## src/include/smu_ctl_config.svh

```systemverilog
/*
  board constants for the smu control fpga
  frame length, nibble width, peripheral count, synchronizer depth
  and the power-on / soft-reset default of every control register
*/
`ifndef SMU_CTL_CONFIG_SVH
`define SMU_CTL_CONFIG_SVH

// spi frame is address byte then set/clear byte
`define SMU_FRAME_BITS 16

// every control register is one nibble wide
`define SMU_NIB_W 4

// adc03, dac, flash, adc02
`define SMU_PERIPH_N 4

// flops between the mcu pins and the clk domain
`define SMU_SYNC_STAGES 2

//////////////////////////////////////////////////////////////////////
// register defaults

`define SMU_DEF_LED         4'b0000
`define SMU_DEF_MUX         4'b0000
`define SMU_DEF_DAC         4'b0000
`define SMU_DEF_RAILS       4'b0000
// dg444 switches, active low, so all off
`define SMU_DEF_DAC_REF_MUX 4'b1111
`define SMU_DEF_ADC         4'b0000
// clamp switches are active low too
`define SMU_DEF_CLAMP1      4'b1111
`define SMU_DEF_CLAMP2      4'b1111
// rails output enable is active low, bit 0 high keeps rails off
`define SMU_DEF_RAILS_OE    4'b0001

`endif

```

## src/smu_ctl_pkg.sv

```systemverilog
/*
  shared types for the smu control fpga
  register address enum, receiver states, nibble type
  and the set / clear / toggle update function
*/
`default_nettype none

`include "smu_ctl_config.svh"

package smu_ctl_pkg;

  // one control register
  typedef logic [`SMU_NIB_W-1:0] nibble_t;

  // high byte of a frame, only these addresses do anything
  typedef enum logic [7:0] {
    ADDR_LED         = 8'd7,
    ADDR_MUX         = 8'd8,
    ADDR_DAC         = 8'd9,
    ADDR_RAILS       = 8'd10,
    ADDR_SOFT_RESET  = 8'd11,
    ADDR_DAC_REF_MUX = 8'd12,
    ADDR_ADC         = 8'd14,
    ADDR_CLAMP1      = 8'd15,
    ADDR_CLAMP2      = 8'd16,
    ADDR_RAILS_OE    = 8'd24
  } reg_addr_t;

  // spi receiver fsm
  typedef enum logic [1:0] {
    RX_IDLE,
    RX_SHIFT,
    RX_IGNORE
  } rx_state_t;

  // low nibble sets, high nibble clears, both means toggle
  function automatic nibble_t nibble_update(input nibble_t old_val,
                                            input logic [2*`SMU_NIB_W-1:0] val);
    nibble_t set_bits;
    nibble_t clr_bits;
    nibble_t overlap;
    set_bits = val[`SMU_NIB_W-1:0];
    clr_bits = val[2*`SMU_NIB_W-1:`SMU_NIB_W];
    overlap  = set_bits & clr_bits;
    // any overlap turns the whole write into a toggle of those bits
    if (overlap != '0)
      return old_val ^ overlap;
    return (old_val | set_bits) & ~clr_bits;
  endfunction

endpackage

`default_nettype wire

```

## src/spi_frame_rx.sv

```systemverilog
/*
  spi frame receiver in the clk domain
  pin synchronizer, sclk / cs_n edge detect, 16 bit shift register
  and a one-cycle frame_valid for good register writes
*/
`default_nettype none

`include "smu_ctl_config.svh"

module spi_frame_rx (
  input  logic                  clk,
  input  logic                  reset,
  input  logic                  sclk,
  input  logic                  cs_n,
  input  logic                  special_n,
  input  logic                  mosi,
  output logic                  frame_valid,
  output smu_ctl_pkg::reg_addr_t frame_addr,
  output logic [7:0]            frame_val
);

  import smu_ctl_pkg::*;

  // room for one bit past a full frame, saturates above that
  localparam int CNT_W = $clog2(`SMU_FRAME_BITS + 2);

  // pin vector order is {mosi, special_n, cs_n, sclk}
  localparam logic [3:0] PIN_IDLE = 4'b0110;

  logic [3:0]                 pins;
  logic [3:0]                 sync_q [`SMU_SYNC_STAGES];
  logic                       sclk_s;
  logic                       cs_n_s;
  logic                       special_n_s;
  logic                       mosi_s;
  logic                       sclk_d;
  logic                       cs_n_d;
  logic                       sclk_rise;
  logic                       cs_rise;
  logic                       cs_fall;
  logic                       shift_en;
  rx_state_t                  state;
  logic [CNT_W-1:0]           bit_cnt;
  logic [`SMU_FRAME_BITS-1:0] shift_q;

  //////////////////////////////////////////////////////////////////////
  // synchronizer and edge detect

  assign pins = {mosi, special_n, cs_n, sclk};

  // all four pins go through the same depth so they stay aligned
  always_ff @(posedge clk)
  begin
    if (reset)
    begin
      for (int i = 0; i < `SMU_SYNC_STAGES; i++)
        sync_q[i] <= PIN_IDLE;
      sclk_d <= 1'b0;
      cs_n_d <= 1'b1;
    end
    else
    begin
      sync_q[0] <= pins;
      for (int i = 1; i < `SMU_SYNC_STAGES; i++)
        sync_q[i] <= sync_q[i-1];
      sclk_d <= sclk_s;
      cs_n_d <= cs_n_s;
    end
  end

  assign {mosi_s, special_n_s, cs_n_s, sclk_s} = sync_q[`SMU_SYNC_STAGES-1];

  assign sclk_rise = sclk_s & ~sclk_d;
  assign cs_rise   = cs_n_s & ~cs_n_d;
  assign cs_fall   = ~cs_n_s & cs_n_d;

  // mosi taken on the synchronized sclk rising edge, msb first
  assign shift_en = (state == RX_SHIFT) && sclk_rise && !cs_rise && !special_n_s;

  //////////////////////////////////////////////////////////////////////
  // receiver fsm

  always_ff @(posedge clk)
  begin
    if (reset)
    begin
      state       <= RX_IDLE;
      bit_cnt     <= '0;
      frame_valid <= 1'b0;
    end
    else
    begin
      frame_valid <= 1'b0;
      case (state)
        RX_IDLE:
          if (cs_fall)
          begin
            bit_cnt <= '0;
            // peripheral traffic, nothing for us
            state   <= special_n_s ? RX_IGNORE : RX_SHIFT;
          end
        RX_SHIFT:
          // cs_n release wins over a late special_n edge
          if (cs_rise)
          begin
            frame_valid <= (bit_cnt == CNT_W'(`SMU_FRAME_BITS));
            state       <= RX_IDLE;
          end
          else if (special_n_s)
            state <= RX_IGNORE;
          else if (shift_en && bit_cnt != '1)
            bit_cnt <= bit_cnt + 1'b1;
        RX_IGNORE:
          if (cs_rise)
            state <= RX_IDLE;
        default:
          state <= RX_IDLE;
      endcase
    end
  end

  always_ff @(posedge clk)
  begin
    if (shift_en)
      shift_q <= {shift_q[`SMU_FRAME_BITS-2:0], mosi_s};
  end

  // shift register holds still between frames
  assign frame_addr = reg_addr_t'(shift_q[`SMU_FRAME_BITS-1 -: 8]);
  assign frame_val  = shift_q[7:0];

endmodule

`default_nettype wire

```

## src/control_reg_bank.sv

```systemverilog
/*
  control register bank
  address decode, nibble set / clear / toggle writes
  soft reset to board defaults
*/
`default_nettype none

`include "smu_ctl_config.svh"

module control_reg_bank (
  input  logic                   clk,
  input  logic                   reset,
  input  logic                   frame_valid,
  input  smu_ctl_pkg::reg_addr_t frame_addr,
  input  logic [7:0]             frame_val,
  output smu_ctl_pkg::nibble_t   reg_led,
  output smu_ctl_pkg::nibble_t   reg_mux,
  output smu_ctl_pkg::nibble_t   reg_dac,
  output smu_ctl_pkg::nibble_t   reg_rails,
  output smu_ctl_pkg::nibble_t   reg_dac_ref_mux,
  output smu_ctl_pkg::nibble_t   reg_adc,
  output smu_ctl_pkg::nibble_t   reg_clamp1,
  output smu_ctl_pkg::nibble_t   reg_clamp2,
  output smu_ctl_pkg::nibble_t   reg_rails_oe
);

  import smu_ctl_pkg::*;

  logic soft_reset;

  // address 11 with any value
  assign soft_reset = frame_valid && (frame_addr == ADDR_SOFT_RESET);

  //////////////////////////////////////////////////////////////////////
  // register file

  always_ff @(posedge clk)
  begin
    if (reset || soft_reset)
    begin
      // both resets load the board defaults
      reg_led         <= `SMU_DEF_LED;
      reg_mux         <= `SMU_DEF_MUX;
      reg_dac         <= `SMU_DEF_DAC;
      reg_rails       <= `SMU_DEF_RAILS;
      // active low analog switches start open
      reg_dac_ref_mux <= `SMU_DEF_DAC_REF_MUX;
      reg_adc         <= `SMU_DEF_ADC;
      reg_clamp1      <= `SMU_DEF_CLAMP1;
      reg_clamp2      <= `SMU_DEF_CLAMP2;
      // rails stay disabled until the mcu enables them
      reg_rails_oe    <= `SMU_DEF_RAILS_OE;
    end
    else if (frame_valid)
    begin
      case (frame_addr)
        // leds
        ADDR_LED:
          reg_led <= nibble_update(reg_led, frame_val);
        // peripheral chip select mask
        ADDR_MUX:
          reg_mux <= nibble_update(reg_mux, frame_val);
        // dac ldac, uni/bip, rst
        ADDR_DAC:
          reg_dac <= nibble_update(reg_dac, frame_val);
        // low power rail enables
        ADDR_RAILS:
          reg_rails <= nibble_update(reg_rails, frame_val);
        ADDR_DAC_REF_MUX:
          reg_dac_ref_mux <= nibble_update(reg_dac_ref_mux, frame_val);
        // adc02 mode pins and reset
        ADDR_ADC:
          reg_adc <= nibble_update(reg_adc, frame_val);
        ADDR_CLAMP1:
          reg_clamp1 <= nibble_update(reg_clamp1, frame_val);
        ADDR_CLAMP2:
          reg_clamp2 <= nibble_update(reg_clamp2, frame_val);
        ADDR_RAILS_OE:
          reg_rails_oe <= nibble_update(reg_rails_oe, frame_val);
        // unknown address, drop the write
        default:
          ;
      endcase
    end
  end

endmodule

`default_nettype wire

```

## src/spi_route.sv

```systemverilog
/*
  peripheral chip-select fan-out and miso select
  purely combinational, driven straight from the pins and reg_mux
*/
`default_nettype none

`include "smu_ctl_config.svh"

module spi_route (
  input  logic                     cs_n,
  input  logic                     special_n,
  input  smu_ctl_pkg::nibble_t     reg_mux,
  input  logic [`SMU_PERIPH_N-1:0] periph_miso,
  output logic [`SMU_PERIPH_N-1:0] periph_cs_n,
  output logic                     miso
);

  always_comb
  begin
    if (special_n)
    begin
      // peripheral access, cs_n goes only where reg_mux points
      periph_cs_n = {`SMU_PERIPH_N{cs_n}} | ~reg_mux;
      // selected peripherals share miso
      miso        = |(reg_mux & periph_miso);
    end
    else
    begin
      // fpga register write
      // keep every peripheral deselected so none sees the frame
      periph_cs_n = '1;
      // no readback from the fpga itself
      miso        = 1'b0;
    end
  end

endmodule

`default_nettype wire

```

## src/smu_ctl_top.sv

```systemverilog
/*
  smu control fpga top level
  spi receiver, control register bank, chip-select router
  and sclk / mosi pass-through to the peripherals
*/
`default_nettype none

`include "smu_ctl_config.svh"

module smu_ctl_top (
  input  logic                     clk,
  input  logic                     reset,

  // mcu spi
  input  logic                     sclk,
  input  logic                     cs_n,
  input  logic                     special_n,
  input  logic                     mosi,
  output logic                     miso,

  // peripheral spi, bit 0 adc03, 1 dac, 2 flash, 3 adc02
  input  logic [`SMU_PERIPH_N-1:0] periph_miso,
  output logic [`SMU_PERIPH_N-1:0] periph_cs_n,
  output logic                     periph_sclk,
  output logic                     periph_mosi,

  // board control nibbles
  output smu_ctl_pkg::nibble_t     led,
  output smu_ctl_pkg::nibble_t     dac_ctl,
  output smu_ctl_pkg::nibble_t     rails,
  output smu_ctl_pkg::nibble_t     dac_ref_mux,
  output smu_ctl_pkg::nibble_t     adc_ctl,
  output smu_ctl_pkg::nibble_t     clamp1,
  output smu_ctl_pkg::nibble_t     clamp2,
  output smu_ctl_pkg::nibble_t     rails_oe
);

  import smu_ctl_pkg::*;

  logic       frame_valid;
  reg_addr_t  frame_addr;
  logic [7:0] frame_val;
  nibble_t    reg_mux;

  //////////////////////////////////////////////////////////////////////
  // spi pass-through

  // clock and data are shared by every peripheral, only cs is routed
  assign periph_sclk = sclk;
  assign periph_mosi = mosi;

  spi_route u_route (
    .cs_n        (cs_n),
    .special_n   (special_n),
    .reg_mux     (reg_mux),
    .periph_miso (periph_miso),
    .periph_cs_n (periph_cs_n),
    .miso        (miso)
  );

  //////////////////////////////////////////////////////////////////////
  // register path

  spi_frame_rx u_rx (
    .clk         (clk),
    .reset       (reset),
    .sclk        (sclk),
    .cs_n        (cs_n),
    .special_n   (special_n),
    .mosi        (mosi),
    .frame_valid (frame_valid),
    .frame_addr  (frame_addr),
    .frame_val   (frame_val)
  );

  // reg_mux stays internal, it only steers the router
  control_reg_bank u_bank (
    .clk             (clk),
    .reset           (reset),
    .frame_valid     (frame_valid),
    .frame_addr      (frame_addr),
    .frame_val       (frame_val),
    .reg_led         (led),
    .reg_mux         (reg_mux),
    .reg_dac         (dac_ctl),
    .reg_rails       (rails),
    .reg_dac_ref_mux (dac_ref_mux),
    .reg_adc         (adc_ctl),
    .reg_clamp1      (clamp1),
    .reg_clamp2      (clamp2),
    .reg_rails_oe    (rails_oe)
  );

endmodule

`default_nettype wire

```

## config.mk

```make
export PLATFORM = sky130hd
export DESIGN_NAME = smu_ctl_top
export DESIGN_NICKNAME = d
export VERILOG_FILES = /design/src/smu_ctl_pkg.sv /design/src/spi_frame_rx.sv /design/src/control_reg_bank.sv /design/src/spi_route.sv /design/src/smu_ctl_top.sv
export VERILOG_INCLUDE_DIRS = /design/src /design/src/include
export SDC_FILE = /design/constraint.sdc
export NUM_CORES = 1
export LEC_CHECK = 0
export ABC_AREA = 1
export BUFFER_PORTS_ARGS = -buffer_cell sky130_fd_sc_hd__buf_2
export CAP_MARGIN = 10
export CORE_ASPECT_RATIO = 0.5
export CORE_MARGIN = 3
export CORE_UTILIZATION = 60
export DETAILED_ROUTE_END_ITERATION = 12
export PLACE_DENSITY = 0.87
export SLEW_MARGIN = 20
export SYNTH_ARGS = -nofsm -noshare
export SYNTH_HDL_FRONTEND = slang
export SYNTH_SLANG_ARGS = --single-unit
```

## constraint.sdc

```tcl
create_clock -name clk -period 4.4 [get_ports clk]
set_input_delay 0.44 -clock clk [delete_from_list [all_inputs] [get_ports clk]]
set_output_delay 0.44 -clock clk [all_outputs]
set_load 0.005 [all_outputs]
```

==> flow_summary.yaml <==
synth:
  synthCells: 477
  synth.avg_cell_area_um2: 7.565
  yosysSeqAreaShare_pct: 43.27
  yosysWarningCount: 0
  netlist.area_leader.share_pct: 29.96
  synth_area_leader_cell: "dfxtp_1"
  synthesis.area_um2: 3608
  ys_types: 35
  synth.net_count: 490
  synth_area_leaders: "dfxtp_1, edfxtp_1, nand2_1"
  synth_seq_cells: 70
outcome:
  status: "finished clean"
cells_and_area:
  final_cell_area_um2: 4123
  diodes: 0
  multiInputGateArea_um2: 1744
  fin_util_pct: 73.17
  drive_gt1_share_pct: 16.22
  fillers: 435
  layout.nets: 532
  ff_latch_area_um2: 1562
  synthToLayoutAreaGrowth_pct: 14.25
place:
  io_buffers: 48
  post_dp_cell_area_um2: 3830
  place.detailed.hpwl_um: 5693
  place_congestion: 0.8560
timing:
  maxSlewHeadroom_pct: 47.31
  finClkSkew_ns: 0.005576
  fin_crit_sh_pct: 47.68
  finalSetupTns_ns: 0
  max_freq_mhz: 476.7
  hold_violations: 0
  maxSlewViolCount: 0
  fin_crit_ns: 2.098
  worst_pin_slew_ns: 0.7895
  hold_ws_ns: 0.3179
  rsz0062_at_grt: "no"
  setup_viol: 0
setup_path:
  cp-start-kind: "register"
  path_buf_inv: 1
  cp.required_ns: 4.62
  cp_max_fo: 38
  cp.depth: 8
  cpMaxStageDelayCell: "edfxtp_1"
  crit_chain: "nand2_4 -> nand2_4 -> nor2_8 -> inv_2 -> o21ai_0 -> nand2_1 -> nand2_1 -> a21oi_1"
  end_kind: "register"
  crit_family: "simple AND/OR/NAND/NOR gates"
  crit_arrival_ns: 2.32
  r2r_cells: 8
  critical-path-max-stage-delay_ns: 0.61
  critPathKind: "reg2reg"
grt:
  gr-usage-all-layers_pct: 25.43
  grt_pass1_vias: 2930
  grt_max_degree: 39
  grt_overflow: 0
  grt_pass1_wl_um: 13630
  grt_antenna_before_repair: 0
power:
  p_leak_nw: 1.830
  p_per_area_nw_per_um2: 343.2
  p_seq_share_pct: 47.1
  p_sw_uw: 291.9
  power_mw: 1.415
  comb_power_share_pct: 2.8
  p_clk_share_pct: 50.0
  ir_worst_vdd_uv: 254.5
  internal-power_mw: 1.123
  switching_share_pct: 20.63
die:
  ios: 49
  core_area_um2: 5634
  dieArea_um2: 7037
  die-height_um: 60.84
  fp.dieW_um: 115.7
  rows: 19
  start_util_pct: 64.05
drt:
  via_per_inst: 5.511
  drt_wl_total_um: 8249
  dr.pass1.iters: 5
  post_drt_wl_per_cell_um: 13.82
  routed-via-count: 3290
  ant_nets: 0
  drt_iter0_markers: 303
  drc: 0
cts:
  clk_latency_ns: 0.34
  cts.sinks: 70
  post_cts_buffers: 0
  cts_tree: "done"
  cts_buffers: 9
  cts_root_buf: "clkbuf_16"
  cts_hold_buf: 0
  cts_htree_levels: 3
  cts_buffer_depth: 2
  cts_resized: 0
  clk_pin_slew_ns: 0.06
flow_run:
  cap_violations: 0
min_path:
  min_path_cells: 3
  hold_path.class: "in2reg"
## per-stage QoR
stage	cells	setup slack [ns]
6_report	597	2.302
5_1_grt	597	2.072
4_1_cts	597	2.328
3_5_place_dp	581	2.366
3_3_place_gp	581	2.417
2_1_floorplan	477	2.682
## cells in the mapped netlist
cell type	instances
a21oi_1	31
a31oi_2	1
a41oi_1	1
and3_1	2
buf_2	7
buf_4	2
buf_6	3
buf_8	1
clkbuf_1	5
clkinv_1	2
dfxtp_1	54
edfxtp_1	16
ha_1	3
inv_1	47
inv_2	1
nand2_1	114
nand2_2	1
nand2_4	6
nand3_1	44
nand3_2	1
nand3b_1	1
nand4_1	4
nor2_1	37
nor2_8	1
nor3_1	12
nor3_2	1
nor4_1	1
nor4_2	1
o211ai_1	3
o21ai_0	35
o21ai_1	4
o21ai_2	5
o21bai_1	9
or2_2	4
xnor2_1	17
## worst min-delay path, cell delays in order
cell and delay [ns]:
buf_2 0.08, inv_1 0.03, nor2_1 0.06
## final cells by class
type                            count  share of cell area, %
Multi-Input combinational cell    339                  42.31
Sequential cell                    70                  37.88
Timing Repair Buffer               49                  6.009
Clock buffer                       10                  5.797
Inverter                           50                  4.552
Tap cell                           73                  2.215
Clock inverter                      6                  1.244
## power by group through the flow
stage	sequential, mW	clock (mW)	combinational (mW)
floorplan	0.679	0	0.0298
global placement	0.680	0	0.0385
detailed placement	0.680	0	0.0395
CTS	0.667	0.721	0.0400
global route	0.667	0.754	0.0457
finish	0.667	0.708	0.0400
## path summary, 6_finish.rpt
check,startpoint,end,slack (ns)
worst min register to register,u_rx.sync_q[0][0],u_rx.sync_q[0][4],0.40
worst max-delay path,u_rx.shift_q[0],u_bank.reg_dac[3],2.30
worst min-delay path,sclk,u_rx.sync_q[0][0],0.32
worst max register to register,u_rx.shift_q[0],u_bank.reg_dac[3],2.30
## logic make-up after synthesis
family | share of synthesized area (%)
compound gates | 14.01
xor+xnor | 4.126
flops | 43.27
buf+inv | 8.460
fa+ha+maj | 1.040
simple gates | 29.09
## placed cells by master, fill, tap and decap left out, types with 4 or more instances in the layout
cell type	count
a21oi_1	31
buf_2	48
clkbuf_16	9
clkinv_1	5
dfxtp_1	54
edfxtp_1	16
inv_1	47
nand2_1	114
nand2_4	6
nand3_1	44
nand4_1	4
nor2_1	36
nor3_1	12
o21ai_0	35
o21ai_1	4
o21ai_2	5
o21bai_1	9
or2_2	4
xnor2_1	17
## sequential cells by signal, summed over array words and instances (netlist names)
register / cells
u_rx.state: 2
u_bank.reg_rails_oe: 4
u_bank.reg_dac_ref_mux: 4
u_bank.reg_mux: 4
u_rx.sclk_d: 1
u_bank.reg_clamp1: 4
u_bank.reg_clamp2: 4
u_rx.bit_cnt: 5
u_bank.reg_adc: 4
u_rx.shift_q: 16
u_bank.reg_dac: 4
u_rx.frame_valid: 1
u_bank.reg_rails: 4
u_bank.reg_led: 4
u_rx.cs_n_d: 1
u_rx.sync_q: 8
## metal layers
layer / share of wire, % / vias to the layer above / global-route usage (%)
met3: 9.4 / 8 / 11.45
met2: 44 / 137 / 39.23
met4: 0.97 / 0 / 7.934
met5: 0 / - / 0
li1: - / 1653 / -
met1: 46 / 1492 / 32.62
Power figures use the tool's default switching activity.
